`src/hw/controlPkg.sv`:
```
package controlPkg;

    // Field views of one instruction word
    typedef struct packed {
        logic [5:0] opcode;
        logic [4:0] rs;
        logic [4:0] rt;
        logic [4:0] rd;
        logic [4:0] shamt;
        logic [5:0] funct;
    } rTypeFields;

    typedef struct packed {
        logic [5:0]  opcode;
        logic [4:0]  rs;
        logic [4:0]  rt;
        logic [15:0] immediate;
    } iTypeFields;

    // Low half is funct for R-type and offset for I-type
    typedef union packed {
        rTypeFields rType;
        iTypeFields iType;
    } instrWord;

    // Opcodes
    localparam logic [5:0] opR     = 6'b000000;
    localparam logic [5:0] opAddi  = 6'b001000;
    localparam logic [5:0] opAddiu = 6'b001001;

    // R-type funct codes
    localparam logic [5:0] functAdd   = 6'b100000;
    localparam logic [5:0] functSub   = 6'b100010;
    localparam logic [5:0] functAnd   = 6'b100100;
    localparam logic [5:0] functBreak = 6'b001101;
    localparam logic [5:0] functRte   = 6'b010011;

    typedef enum logic [2:0] {
        clsAluReg, clsAluImm, clsBreak, clsRte, clsIllegal
    } opClassType;

    typedef enum logic [2:0] {
        aluAdd = 3'b001,
        aluSub = 3'b010,
        aluAnd = 3'b011
    } aluOpType;

    typedef enum logic [1:0] {
        srcApc   = 2'b01,
        srcAregA = 2'b10
    } aluSrcAType;

    typedef enum logic [1:0] {
        srcBimm          = 2'b00,
        srcBfour         = 2'b01,
        srcBregB         = 2'b10,
        srcBbranchOffset = 2'b11
    } aluSrcBType;

    typedef enum logic [1:0] {
        pcAluResult = 2'b01,
        pcExcVector = 2'b10,
        pcEpc       = 2'b11
    } pcSourceType;

    typedef enum logic [1:0] {
        dstRt = 2'b01,
        dstRd = 2'b11
    } regDstType;

    typedef enum logic {causeOverflow, causeIllegal} excCause;

    typedef struct packed {
        opClassType opClass;
        aluOpType   aluOp;
        aluSrcBType aluSrcB;
        regDstType  regDst;
        logic       trapsOnOverflow;
    } decodedOp;

    // Datapath strobes and selects
    typedef struct packed {
        logic        irWrite;
        logic        pcWrite;
        pcSourceType pcSource;
        aluSrcAType  aluSrcA;
        aluSrcBType  aluSrcB;
        aluOpType    aluOp;
        logic        aluOutWrite;
        logic        regAWrite;
        logic        regBWrite;
    } dpControl;

    typedef struct packed {
        logic      regWrite;
        regDstType regDst;
        logic      epcWrite;
        excCause   cause;
    } wbControl;

endpackage
```
`src/hw/controlUnit.sv`:
```
`timescale 1ns/1ps

module controlUnit #(
    parameter int MemLatency = 2
) (
    input  logic                 clock,
    input  logic                 reset,
    input  controlPkg::instrWord instr,
    input  logic                 overflow,
    output controlPkg::dpControl dp,
    output controlPkg::wbControl wb
);

    // Decoded view of the current instruction
    controlPkg::decodedOp op;

    // Sequencer to result handshake
    logic retireStep;
    logic trap;

    instrDecode i_instrDecode (
        .instr (instr),
        .op    (op)
    );

    execSequencer #(
        .MemLatency (MemLatency)
    ) i_execSequencer (
        .clock      (clock),
        .reset      (reset),
        .op         (op),
        .trap       (trap),
        .dp         (dp),
        .retireStep (retireStep)
    );

    resultControl i_resultControl (
        .clock      (clock),
        .reset      (reset),
        .op         (op),
        .overflow   (overflow),
        .retireStep (retireStep),
        .wb         (wb),
        .trap       (trap)
    );

endmodule

```
`src/hw/resultControl.sv`:
```
`timescale 1ns/1ps

module resultControl (
    input  logic                 clock,
    input  logic                 reset,
    input  controlPkg::decodedOp op,
    input  logic                 overflow,
    input  logic                 retireStep,
    output controlPkg::wbControl wb,
    output logic                 trap
);

    controlPkg::wbControl outcome;

    // Retirement choice, valid while retireStep is high
    always_comb begin
        outcome = '0;
        if (op.opClass == controlPkg::clsIllegal) begin
            outcome.epcWrite = 1'b1;
            outcome.cause = controlPkg::causeIllegal;
        end else if (overflow && op.trapsOnOverflow) begin
            outcome.epcWrite = 1'b1;
            outcome.cause = controlPkg::causeOverflow;
        end else begin
            outcome.regWrite = 1'b1;
            outcome.regDst = op.regDst;
        end
    end

    always_ff @(posedge clock) begin
        if (reset) begin
            wb <= '0;
            trap <= 1'b0;
        end else if (retireStep) begin
            wb <= outcome;
            // EPC capture and redirect request go together
            trap <= outcome.epcWrite;
        end else begin
            wb <= '0;
            trap <= 1'b0;
        end
    end

    // A trapped instruction never reaches the register file
    writeOrTrap: assert property (@(posedge clock) disable iff (reset)
        !(wb.regWrite && wb.epcWrite));

    // Trap only answers the sequencer's retire pulse
    trapAfterRetire: assert property (@(posedge clock) disable iff (reset)
        trap |-> $past(retireStep));

endmodule

```
`src/hw/execSequencer.sv`:
```
`timescale 1ns/1ps

module execSequencer #(
    parameter int MemLatency = 2
) (
    input  logic                 clock,
    input  logic                 reset,
    input  controlPkg::decodedOp op,
    input  logic                 trap,
    output controlPkg::dpControl dp,
    output logic                 retireStep
);

    localparam int CountWidth = $clog2(MemLatency + 1);
    localparam logic [CountWidth-1:0] LastWait = CountWidth'(MemLatency);

    typedef enum logic [3:0] {
        stIdle, stFetch, stMemWait, stRegRead, stBranch, stDecode,
        stExecute, stRetire, stWriteback, stExcRedirect
    } stepType;

    stepType               step;
    stepType               nextStep;
    logic [CountWidth-1:0] waitCount;
    logic [CountWidth-1:0] nextWaitCount;
    controlPkg::dpControl  nextDp;

    always_comb begin
        nextStep = step;
        nextWaitCount = waitCount;
        case (step)
            // Held here during reset
            stIdle: nextStep = stFetch;
            stFetch: begin
                nextStep = stMemWait;
                nextWaitCount = CountWidth'(1);
            end
            stMemWait: begin
                if (waitCount == LastWait) begin
                    nextStep = stRegRead;
                end else begin
                    nextWaitCount = waitCount + 1'b1;
                end
            end
            stRegRead: nextStep = stBranch;
            stBranch: nextStep = stDecode;
            stDecode: nextStep = stExecute;
            stExecute: begin
                // Redirects finish here, everything else retires
                if (op.opClass == controlPkg::clsBreak || op.opClass == controlPkg::clsRte) begin
                    nextStep = stFetch;
                end else begin
                    nextStep = stRetire;
                end
            end
            stRetire: nextStep = stWriteback;
            stWriteback: nextStep = trap ? stExcRedirect : stFetch;
            stExcRedirect: nextStep = stFetch;
            default: nextStep = stIdle;
        endcase
    end

    // Controls for the step about to start
    always_comb begin
        nextDp = '0;
        case (nextStep)
            stFetch, stMemWait, stRegRead: begin
                // pc + 4 stays on the ALU until the PC load
                nextDp.aluSrcA = controlPkg::srcApc;
                nextDp.aluSrcB = controlPkg::srcBfour;
                nextDp.aluOp = controlPkg::aluAdd;
                nextDp.pcSource = controlPkg::pcAluResult;
                nextDp.irWrite = (nextStep == stMemWait) && (nextWaitCount == LastWait);
                nextDp.pcWrite = (nextStep == stMemWait) && (nextWaitCount == LastWait);
                nextDp.regAWrite = (nextStep == stRegRead);
                nextDp.regBWrite = (nextStep == stRegRead);
                nextDp.aluOutWrite = (nextStep == stRegRead);
            end
            stBranch: begin
                nextDp.aluSrcA = controlPkg::srcApc;
                nextDp.aluSrcB = controlPkg::srcBbranchOffset;
                nextDp.aluOp = controlPkg::aluAdd;
            end
            stExecute: begin
                case (op.opClass)
                    controlPkg::clsBreak: begin
                        nextDp.pcWrite = 1'b1;
                        nextDp.pcSource = controlPkg::pcAluResult;
                        nextDp.aluSrcA = controlPkg::srcApc;
                        nextDp.aluSrcB = controlPkg::srcBfour;
                        nextDp.aluOp = controlPkg::aluSub;
                    end
                    controlPkg::clsRte: begin
                        nextDp.pcWrite = 1'b1;
                        nextDp.pcSource = controlPkg::pcEpc;
                    end
                    default: begin
                        nextDp.aluSrcA = controlPkg::srcAregA;
                        nextDp.aluSrcB = op.aluSrcB;
                        nextDp.aluOp = op.aluOp;
                        nextDp.aluOutWrite = 1'b1;
                    end
                endcase
            end
            stExcRedirect: begin
                nextDp.pcWrite = 1'b1;
                nextDp.pcSource = controlPkg::pcExcVector;
            end
            default: ;
        endcase
    end

    always_ff @(posedge clock) begin
        if (reset) begin
            step <= stIdle;
            waitCount <= '0;
            dp <= '0;
            retireStep <= 1'b0;
        end else begin
            step <= nextStep;
            waitCount <= nextWaitCount;
            dp <= nextDp;
            retireStep <= (nextStep == stRetire);
        end
    end

    // IR and PC loads last one cycle, a trap redirect may follow directly
    loadPulse: assert property (@(posedge clock) disable iff (reset)
        (dp.irWrite || dp.pcWrite) |=> !(dp.irWrite || dp.pcWrite) || step == stExcRedirect);

    retirePulse: assert property (@(posedge clock) disable iff (reset)
        retireStep |=> !retireStep);

endmodule

```
`src/hw/instrDecode.sv`:
```
`timescale 1ns/1ps

module instrDecode (
    input  controlPkg::instrWord instr,
    output controlPkg::decodedOp op
);

    always_comb begin
        // Anything not matched below stays illegal
        op = '0;
        op.opClass = controlPkg::clsIllegal;
        op.aluOp = controlPkg::aluAdd;
        op.aluSrcB = controlPkg::srcBregB;
        op.regDst = controlPkg::dstRd;
        op.trapsOnOverflow = 1'b0;

        if (instr.rType.opcode == controlPkg::opR) begin
            case (instr.rType.funct)
                controlPkg::functAdd: begin
                    op.opClass = controlPkg::clsAluReg;
                    op.trapsOnOverflow = 1'b1;
                end
                controlPkg::functSub: begin
                    op.opClass = controlPkg::clsAluReg;
                    op.aluOp = controlPkg::aluSub;
                    op.trapsOnOverflow = 1'b1;
                end
                controlPkg::functAnd: begin
                    op.opClass = controlPkg::clsAluReg;
                    op.aluOp = controlPkg::aluAnd;
                end
                controlPkg::functBreak: begin
                    op.opClass = controlPkg::clsBreak;
                end
                controlPkg::functRte: begin
                    op.opClass = controlPkg::clsRte;
                end
                default: ;
            endcase
        end else begin
            // Same word seen as opcode plus 16-bit immediate
            case (instr.iType.opcode)
                controlPkg::opAddi: begin
                    op.opClass = controlPkg::clsAluImm;
                    op.aluSrcB = controlPkg::srcBimm;
                    op.regDst = controlPkg::dstRt;
                    op.trapsOnOverflow = 1'b1;
                end
                controlPkg::opAddiu: begin
                    // Unsigned add never traps
                    op.opClass = controlPkg::clsAluImm;
                    op.aluSrcB = controlPkg::srcBimm;
                    op.regDst = controlPkg::dstRt;
                end
                default: ;
            endcase
        end
    end

endmodule

```
`config.mk`:
```
export PLATFORM = sky130hd
export DESIGN_NAME = controlUnit
export DESIGN_NICKNAME = d
export VERILOG_FILES = /design/src/hw/controlPkg.sv /design/src/hw/controlUnit.sv /design/src/hw/resultControl.sv /design/src/hw/execSequencer.sv /design/src/hw/instrDecode.sv
export SDC_FILE = /design/constraint.sdc
export NUM_CORES = 1
export LEC_CHECK = 0
export ABC_AREA = 1
export BUFFER_PORTS_ARGS = -buffer_cell sky130_fd_sc_hd__buf_2
export CORE_ASPECT_RATIO = 0.8
export CORE_MARGIN = 2
export CORE_UTILIZATION = 47
export CTS_BUF_LIST = sky130_fd_sc_hd__clkbuf_4
export DETAILED_ROUTE_END_ITERATION = 12
export PLACE_DENSITY = 0.82
export SLEW_MARGIN = 10
export SYNTH_ARGS = -nofsm -noshare
export SYNTH_HDL_FRONTEND = slang
export SYNTH_SLANG_ARGS = --single-unit
```
`constraint.sdc`:
```
create_clock -name clock -period 1.6 [get_ports clock]
set_clock_uncertainty 0.2 [all_clocks]
set_input_delay 0.24 -clock clock [delete_from_list [all_inputs] [get_ports clock]]
set_output_delay 0.24 -clock clock [all_outputs]
set_load 0.05 [all_outputs]
```
==> reports/qor.tcl, run 1 <==
set qor(detailedPlace.worstSlack_ns) -0.00423
set qor(cp_num_buf_inv) 1
set qor(coreArea_sq_mm) 0.00218
set qor(wl_per_cell_um) 11.7
set qor(cts_sinks) 23
set qor(cts_max_level) 1
set qor(timing.reg2reg.setup_slack_ns) -0.03
set qor(cts_inserted_buffers) 3
set qor(floorplan.die.height_um) 47.0
set qor(max_cap_viol_count) 0
set qor(grt_pass1_wl_mm) 3.93
set qor(drt.antenna.violating_nets) 0
set qor(critical_path_cell_count) 9
set qor(vias_in_the_first_global_route) 967
set qor(cts.path.max_buffers) 2
set qor(routabilityCongestion) 0.798
set qor(placement.cell_area_sq_mm) 0.00131
set qor(p_leak_nw) 0.728
set qor(proportion_of_synthesized_flip_flops_having_asynchronous_set_or_reset) 0
set qor(ys.flop_type) {dfxtp_1}
set qor(dieArea_sq_mm) 0.00272
set qor(worst-r2r-cell-count) 9
set qor(final_std_cell_area_no_fill_sq_mm) 0.00144
set qor(initial_util) 0.500
set qor(mostFrequentLayoutCells) {buf_2, nor2_1, inv_1, nand2_1, dfxtp_1}
set qor(syn_avg_cell_area_sq_um) 7.21
set qor(timing.final.max_slew_violations) 0
set qor(drcViolationCount) 0
set qor(timing.final.crit_period_ns) 1.63
set qor(post_synth_num_cell_types) 23
set qor(final_min_period_over_clock_period) 1.02
set qor(setup_repair_after_global_routing_missed_its_margin) {true}
set qor(yosys_warnings) 0
set qor(hold_path_class) {input port to register}
set qor(cp_cell_sequence) {buf_4 -> nand3_2 -> nand2_2 -> nor2_2 -> nand2_1 -> nor2_1 -> nor2_2 -> nand3_1 -> nand2_1}
set qor(path_clk_slew_ns) 0.13
set qor(cts_tree) {yes}
set qor(grt.total_usage) 0.193
set qor(violations) {setup timing}
set qor(final_design_utilization) 0.659
set qor(number_of_antenna_violations_at_the_first_check_in_global_routing) 0
set qor(synth_seq_area_share) 0.423
set qor(drt_iter0_drc) 23
set qor(ys_seq_elements) 23
set qor(cts.root.buffer_cell) {clkbuf_4}
set qor(grt_overflow_total) 0
set qor(num_vias) 1119
set qor(fin_nets) 233
set qor(finalWorstSetupSlack_ns) -0.0266
set qor(worst_hold_path.num_cells) 2
set qor(syn_to_final_growth_pct) 31.8
set qor(hpwlAfterDp_mm) 1.91
set qor(path_delay_family) {simple AND/OR/NAND/NOR gates}
set qor(final-instance-count-excl-fill) 220
set qor(run_status) {finished, violations left}
set qor(netlist_instances) 151
set qor(placedCellCount) 212
set qor(mostFrequentLayoutCell) {buf_2}
set qor(final_layout_size_suffix_gt1_frac) 0.410
set qor(power_density_mw_per_mm2) 1190
set qor(mappedNetlistNets) 188
set qor(cp_slowest_cell) {dfxtp_2}
set qor(netlist_area_sq_mm) 0.00109
set qor(cpPeakStageDelay_ns) 0.35
set qor(die-width_um) 57.8
set qor(drt_wl_total_mm) 2.56
set qor(crit_path_end_kind) {register}
set qor(routed_via_density) 5.09
set qor(firstDrtPassIters) 4
set qor(vdd_drop_max_uv) 1050
set qor(buffer_ports.inserted) 32
set qor(hold_violations) 0
set qor(achievable-frequency_mhz) 615
set qor(cp_data_arrival_time_ns) 1.63
set qor(grt_max_degree) 16
set qor(num_antenna_cells) 0
set qor(path_max_fanout) 3
set qor(cp_data_required_time_ns) 1.61
set qor(num_rows) 15
set qor(boundaryPins) 54
set qor(quantity_of_hold_fixing_buffers_added_after_cts) 0
set qor(fill_cells) 191
set qor(edff_count_synth) 0
set qor(kind_of_start_point_of_the_critical_path) {register}
set qor(timing.setup.critical_path_class) {register to register}
set qor(setup_viol) 2
set qor(clk-insertion-delay-late_ns) 0.32
[cells by family after synthesis]
logic type	Yosys count	synth area share
compound gates	17	0.0850
fa+ha+maj	2	0.0230
buf+inv	29	0.117
flops	23	0.423
other cells	1	0.00344
simple gates	79	0.348
[final cells by class]
class                   count  area [sq um]  area share
repair buffers             46           265       0.185
inverters                  23          86.3      0.0602
multi-input cells          99           554       0.386
well taps                  25          31.3      0.0218
clock inverters             1          5.00     0.00349
flip-flops and latches     23           470       0.328
clock buffers               3          22.5      0.0157
[flip-flops by register name, summed over array words and instances (netlist names)]
signal / flops
i_execSequencer.step: 4
i_resultControl.wb: 5
i_execSequencer.retireStep: 1
i_execSequencer.dp: 11
i_execSequencer.waitCount: 2
[cell usage after synthesis, types with 2 or more instances]
| library cell | number | area [sq um] |
|---|---|---|
| dfxtp_1 | 23 | 460 |
| nor2_2 | 4 | 25.0 |
| nand3_1 | 11 | 55.1 |
| o22ai_1 | 2 | 12.5 |
| ha_1 | 2 | 25.0 |
| a21oi_1 | 7 | 35.0 |
| buf_4 | 5 | 37.5 |
| nand3_2 | 2 | 20.0 |
| inv_1 | 22 | 82.6 |
| nor3_1 | 3 | 15.0 |
| nand2_2 | 4 | 25.0 |
| nor2_1 | 24 | 90.1 |
| nand4_1 | 5 | 31.3 |
| o21ai_0 | 5 | 25.0 |
| nand2_1 | 24 | 90.1 |
[power by group]
group / internal, mW / total (mW) / switching [mW]
registers: 0.646 / 0.681 / 0.0350
logic: 0.248 / 0.766 / 0.517
clock network: 0.0937 / 0.267 / 0.174
[layer usage]
| layer | global-route usage | part of all wire | wire (um) |
|---|---|---|---|
| met1 | 0.225 | 0.41 | 1050 |
| met2 | 0.352 | 0.52 | 1330 |
| met3 | 0.0551 | 0.061 | 156 |
| met4 | 0.0651 | 0.011 | 27 |
| met5 | 0 | 0 | 0 |
[final timing paths]
path,to,startpoint
max,i_execSequencer.dp[12],i_execSequencer.step[1]
min,i_execSequencer.dp[3],reset
max reg2reg,i_execSequencer.dp[12],i_execSequencer.step[1]
min reg2reg,i_resultControl.wb[1],i_execSequencer.retireStep
[stage by stage]
stage / hold WS, ns / TNS, ns / power [mW]
floorplan: 0.109 / 0 / 1.20
finish: 0.0501 / -0.0301 / 1.71
CTS: 0.0248 / 0 / 1.60
global route: 0.0577 / -0.308 / 1.81
global placement: 0.285 / 0 / 1.31
detailed placement: 0.281 / -0.00423 / 1.33
[what timing repair did]
action	CTS	global route
endpoints found under the setup margin	3	7
pin swaps	0	6
buffers inserted	0	4
resized for setup	1	22
gates cloned	0	0
Power figures use the tool's default switching activity.
==> run 2, diff against run 1 <==
Settings changed: REMOVE_ABC_BUFFERS set to 1.
==> run 2 against run 1 <==
Compared with the run above: the flow now finishes without violations; wire length down 2.1%; combinational power down 1%; core utilization up 0.11 points; first-iteration DRC count down 13%; total power about the same; global-route usage down 0.80 points; sequential power up 3%; register-to-register slack better by 0.06 ns.
==> reports/qor.tcl, run 2 (synthesis gave the netlist of run 1 again) <==
set qor(report.power.total_mw) 1.71 ;# about the same
set qor(floorplan.die.height_um) 47.0 ;# unchanged
set qor(firstDrtPassIters) 4 ;# unchanged
set qor(worst-r2r-cell-count) 9 ;# unchanged
set qor(top_register) {i_execSequencer.dp}
set qor(boundaryPins) 54 ;# unchanged
set qor(vdd_drop_max_uv) 1270 ;# +22%
set qor(hpwlAfterDp_mm) 1.81 ;# -5.4%
set qor(achievable-frequency_mhz) 637 ;# +3.6%
set qor(worstHoldEndpoint) {i_execSequencer.retireStep}
set qor(cp_data_arrival_time_ns) 1.57 ;# -0.06 ns
set qor(regToRegStartpoint) {i_execSequencer.step[1]}
set qor(timing.setup.critical_path_class) {register to register}
set qor(coreArea_sq_mm) 0.00218 ;# unchanged
set qor(cts_tree) {yes}
set qor(drt_iter0_drc) 20 ;# -13%
set qor(cts_sinks) 23 ;# unchanged
set qor(num_vias) 1080 ;# -3.5%
set qor(wl_per_cell_um) 11.5 ;# -1.2%
set qor(multi_input_combinational_cell_area_sq_um) 564 ;# +1.8%
set qor(kind_of_start_point_of_the_critical_path) {register}
set qor(cts.root.buffer_cell) {clkbuf_4}
set qor(final_min_period_over_clock_period) 0.981 ;# -0.0354
set qor(die-width_um) 57.8 ;# unchanged
set qor(grt_pass1_wl_mm) 3.73 ;# -5.1%
set qor(setup_repair_after_global_routing_missed_its_margin) {true}
set qor(num_antenna_cells) 0 ;# unchanged
set qor(cp_data_required_time_ns) 1.60 ;# about the same
set qor(routabilityCongestion) 0.778 ;# -2.5%
set qor(path_max_fanout) 7 ;# +4
set qor(dieArea_sq_mm) 0.00272 ;# unchanged
set qor(drcViolationCount) 0 ;# unchanged
set qor(timing.reg2reg.setup_slack_ns) 0.03 ;# +0.06 ns
set qor(max_cap_viol_count) 0 ;# unchanged
set qor(grt_overflow_total) 0 ;# unchanged
set qor(largest_register_ffs) 11 ;# unchanged
set qor(buffer_ports.inserted) 32 ;# unchanged
set qor(syn_to_final_growth_pct) 32.1
set qor(crit_path_end_kind) {register}
set qor(cts_max_level) 1 ;# unchanged
set qor(hold_violations) 0 ;# unchanged
set qor(num_rows) 15 ;# unchanged
set qor(cts_inserted_buffers) 3 ;# unchanged
set qor(path_clk_slew_ns) 0.12 ;# about the same
set qor(clk-insertion-delay-late_ns) 0.31 ;# about the same
set qor(final_design_utilization) 0.660 ;# +0.00115
set qor(run_status) {finished, final reports clean}
set qor(power_density_mw_per_mm2) 1190 ;# -0.26%
set qor(largestRegisters) {i_execSequencer.dp (11), i_resultControl.wb (5), i_execSequencer.step (4)}
set qor(hold_path_class) {input port to register}
set qor(drt_wl_total_mm) 2.51 ;# -2.1%
set qor(p_leak_nw) 0.718 ;# -1.5%
set qor(initial_util) 0.500 ;# unchanged
set qor(min-delay-start) {reset}
set qor(number_of_antenna_violations_at_the_first_check_in_global_routing) 0 ;# unchanged
set qor(quantity_of_hold_fixing_buffers_added_after_cts) 0 ;# unchanged
set qor(timing.final.max_slew_violations) 0 ;# unchanged
set qor(drt.antenna.violating_nets) 0 ;# unchanged
set qor(grt.total_usage) 0.185 ;# -0.00803
set qor(fin_nets) 231 ;# -0.86%
set qor(final_layout_size_suffix_gt1_frac) 0.415 ;# +0.00425
set qor(vias_in_the_first_global_route) 936 ;# -3.2%
set qor(setup_viol) 0 ;# -2
set qor(fill_cells) 184 ;# -3.7%
set qor(routed_via_density) 4.95 ;# -2.6%
set qor(mostFrequentLayoutCells) {buf_2, inv_1, nand2_1}
set qor(placedCellCount) 211 ;# -0.47%
set qor(mostFrequentLayoutCell) {buf_2}
set qor(seq_area_sq_um) 474 ;# +0.80%
set qor(grt_max_degree) 16 ;# unchanged
set qor(timing.final.crit_period_ns) 1.57 ;# -0.0567 ns
set qor(cts.path.max_buffers) 2 ;# unchanged
set qor(crit-reg2reg-capture) {i_execSequencer.dp[3]}
set qor(worst_hold_path.num_cells) 2 ;# unchanged
set qor(final-instance-count-excl-fill) 218 ;# -0.91%
run 2: layer usage:
metal	global-route usage	vias to the layer above	wire, um
li1	-	559	-
met1	0.214	485	1050
met2	0.343	32	1290
met3	0.0523	4	144
met4	0.0558	0	21
met5	0	-	0
run 2: worst max-delay path, stage by stage (launching register included):
cell and delay [ns]:
dfxtp_4 0.41, inv_1 0.08, nand3_1 0.12, nand2_2 0.09, nor2_2 0.13, nand2_1 0.10
nor2_2 0.11, nor2_2 0.05, nor2_1 0.11, nor2_1 0.05
run 2: stage by stage:
stage | setup WS, ns | hold slack (ns) | area, sq um | setup TNS (ns)
after floorplan | 0.0974 | 0.109 | 1050 | 0
after global placement | 0.0344 | 0.286 | 1310 | 0
after detailed placement | -0.00189 | 0.271 | 1310 | -0.00189
after CTS | 0.000815 | 0.0445 | 1330 | 0
after global routing | -0.0587 | 0.0563 | 1440 | -0.0828
final | 0.0301 | 0.0595 | 1440 | 0
run 2: timing repair:
| action | in CTS | in global routing |
|---|---|---|
| setup endpoints to repair | 0 | 7 |
| gates resized for setup | 0 | 29 |
| buffers inserted | 0 | 3 |
run 2: where the power goes:
part | internal (mW) | switching [mW]
sequential | 0.649 | 0.0491
clock | 0.0934 | 0.163
combinational | 0.240 | 0.518
total | 0.983 | 0.730
run 2: worst max-delay path by stage:
stage                             to  slack, ns  cells past startpoint                    start
2_1_floorplan  i_execSequencer.dp[6]        0.1                      7    i_resultControl.wb[1]
6_report       i_execSequencer.dp[3]       0.03                      9  i_execSequencer.step[1]
5_1_grt        i_execSequencer.dp[3]      -0.06                      9  i_execSequencer.step[1]
4_1_cts        i_execSequencer.dp[6]     0.0008                      9  i_execSequencer.step[1]
3_5_place_dp   i_execSequencer.dp[3]     -0.002                     11                instr[31]
3_3_place_gp   i_execSequencer.dp[3]       0.03                     11                instr[31]
run 2: final cells by class:
| cell class | instances | area share |
|---|---|---|
| Clock buffer | 3 | 0.0157 |
| Clock inverter | 1 | 0.00348 |
| Inverter | 23 | 0.0601 |
| Multi-Input combinational cell | 99 | 0.393 |
| Sequential cell | 23 | 0.330 |
| Tap cell | 25 | 0.0218 |
| Timing Repair Buffer | 44 | 0.177 |
==> run 3, diff against run 2 <==
Settings changed: CORE_ASPECT_RATIO 0.8 to not set, CORE_UTILIZATION 47 to 44, PLACE_DENSITY 0.82 to 0.77.
==> run 3 against run 2 <==
Compared with the run above: the flow now finishes with violations (setup timing); highest routed layer unchanged; critical path type unchanged; critical path depth is the same; fmax shrank 2.0%; combinational power grew 11%; wire length grew 1.2%; critical endpoint is now i_execSequencer.dp[10].
==> reports/qor.tcl, run 3 (synthesis gave the netlist of run 1 again) <==
set qor(run_status) {finished, violations left}
set qor(violations) {setup timing}
set qor(crit_path_frequent_cell) {inv_1}
set qor(quantity_of_hold_fixing_buffers_added_after_cts) 0 ;# unchanged
set qor(largestRegisters) {i_execSequencer.dp (11), i_resultControl.wb (5), i_execSequencer.step (4)}
set qor(initial_util) 0.452 ;# -0.0483
set qor(number_of_antenna_violations_at_the_first_check_in_global_routing) 0 ;# unchanged
set qor(drt.antenna.violating_nets) 0 ;# unchanged
set qor(mostFrequentLayoutCell) {buf_2}
set qor(cp_cell_sequence) {buf_4 -> nor2_1 -> nand4_1 -> o21ai_0 -> inv_1 -> nand3_2 -> inv_1 -> nand2_2 -> a21oi_1}
set qor(vdd_drop_max_uv) 1160 ;# -8.6%
set qor(wl_per_cell_um) 11.2 ;# -2.9%
set qor(achievable-frequency_mhz) 625 ;# -2.0%
set qor(syn_to_final_growth_pct) 36.9
set qor(drt_wl_total_mm) 2.54 ;# +1.2%
set qor(routabilityCongestion) 0.850 ;# +9.2%
set qor(cp_data_required_time_ns) 1.59 ;# about the same
set qor(crit_path_end_kind) {register}
set qor(buffer_ports.inserted) 32 ;# unchanged
set qor(grt_pass1_wl_mm) 3.59 ;# -3.9%
set qor(routed_via_density) 4.89 ;# -1.2%
set qor(mostFrequentLayoutCells) {buf_2, nor2_1, nand2_1}
set qor(die-width_um) 53.7 ;# -7.0%
set qor(vias_in_the_first_global_route) 928 ;# -0.85%
set qor(setup_viol) 1 ;# +1
set qor(firstDrtPassIters) 4 ;# unchanged
set qor(report.power.total_mw) 1.80 ;# +5.0%
set qor(p_leak_nw) 0.748 ;# +4.3%
set qor(num_vias) 1111 ;# +2.9%
set qor(hpwlAfterDp_mm) 1.83 ;# +1.3%
set qor(clk-insertion-delay-late_ns) 0.31 ;# about the same
set qor(num_antenna_cells) 0 ;# unchanged
set qor(cp_data_arrival_time_ns) 1.60 ;# +0.03 ns
set qor(timing.final.max_slew_violations) 0 ;# unchanged
set qor(drcViolationCount) 0 ;# unchanged
set qor(floorplan.die.height_um) 53.7 ;# +14%
set qor(top_register) {i_execSequencer.dp}
set qor(setup-tns-final_ns) -0.00118 ;# -0.00118 ns
set qor(grt.total_usage) 0.168 ;# -0.0175
set qor(hold_path_class) {input port to register}
set qor(dieArea_sq_mm) 0.00289 ;# +6.2%
set qor(final_min_period_over_clock_period) 1.00 ;# +0.0195
set qor(cpPeakStageDelay_ns) 0.38 ;# -0.03 ns
set qor(cts.root.buffer_cell) {clkbuf_4}
set qor(final_design_utilization) 0.618 ;# -0.0420
set qor(timing.setup.critical_path_class) {register to register}
set qor(path_max_fanout) 5 ;# -2
set qor(boundaryPins) 54 ;# unchanged
set qor(cts_sinks) 23 ;# unchanged
set qor(cts_tree) {yes}
set qor(max_cap_viol_count) 0 ;# unchanged
set qor(timing.final.crit_period_ns) 1.60 ;# +0.0313 ns
set qor(final_layout_size_suffix_gt1_frac) 0.426 ;# +0.0119
set qor(largest_register_ffs) 11 ;# unchanged
set qor(fill_cells) 194 ;# +5.4%
set qor(kind_of_start_point_of_the_critical_path) {register}
set qor(cp_slowest_cell) {dfxtp_4}
set qor(grt_max_degree) 16 ;# unchanged
set qor(hold_violations) 0 ;# unchanged
set qor(cts_max_level) 1 ;# unchanged
set qor(power_density_mw_per_mm2) 1210 ;# +1.3%
set qor(finalWorstSetupSlack_ns) -0.00118 ;# -0.0313 ns
set qor(fin_nets) 235 ;# +1.7%
set qor(drt_iter0_drc) 22 ;# +10%
set qor(cts_inserted_buffers) 3 ;# unchanged
set qor(coreArea_sq_mm) 0.00241 ;# +11%
set qor(path_clk_slew_ns) 0.13 ;# about the same
set qor(cts.path.max_buffers) 2 ;# unchanged
set qor(grt_overflow_total) 0 ;# unchanged
set qor(setup_repair_after_global_routing_missed_its_margin) {true}
set qor(num_rows) 18 ;# +3
## run 3: path summary, 6_finish.rpt
kind	from	to	slack, ns	depth (start not counted)
max	i_execSequencer.step[1]	i_execSequencer.dp[10]	-0.001	9
min	reset	i_execSequencer.step[0]	0.07	2
max reg2reg	i_execSequencer.step[1]	i_execSequencer.dp[10]	-0.001	9
min reg2reg	i_execSequencer.retireStep	i_resultControl.wb[1]	0.30	2
## run 3: cell type report
| type | instances | area [sq um] | share of cell area |
|---|---|---|---|
| multi-input cells | 99 | 574 | 0.385 |
| flip-flops and latches | 23 | 474 | 0.318 |
| repair buffers | 48 | 288 | 0.193 |
| inverters | 23 | 88.8 | 0.0596 |
| well taps | 30 | 37.5 | 0.0252 |
| clock buffers | 3 | 22.5 | 0.0151 |
| clock inverters | 1 | 5.00 | 0.00336 |
## run 3: routing by layer
layer,GRT usage,routed length (um),vias up,share of wire
met4,0.0513,6,0,0.0024
met5,0,0,-,0
met3,0.0167,103,2,0.041
met2,0.331,1360,30,0.54
li1,-,-,568,-
met1,0.184,1070,511,0.42
## run 3: stage by stage
stage / std cells / setup slack, ns / instance area (sq um) / hold WS, ns
after CTS: 221 / 0.000942 / 1350 / 0.0661
after detailed placement: 217 / -0.0204 / 1320 / 0.286
after global placement: 217 / 0.0320 / 1320 / 0.287
final: 227 / -0.00118 / 1490 / 0.0651
after floorplan: 145 / 0.0974 / 1050 / 0.109
after global routing: 227 / -0.115 / 1490 / 0.0565
## run 3: timing repair
action                                  CTS  global route
resized for setup                         1            32
buffers inserted                          0             6
pin swaps                                 0            10
endpoints found under the setup margin    2             6
## run 3: power by group
part	internal [mW]	leakage, nW	total, mW	switching, mW
sequential	0.649	0.190	0.690	0.0405
clock	0.0933	0.0177	0.265	0.172
combinational	0.289	0.541	0.844	0.555
total	1.03	0.748	1.80	0.767
## run 3: worst max-delay path, delay by kind of cell (launching register included)
kind                   cells  cell delay (ns)
buffers and inverters      3             0.30
AOI/OAI and AO/OA          2             0.19
DFF                        1             0.38
and+or+nand+nor            4             0.42
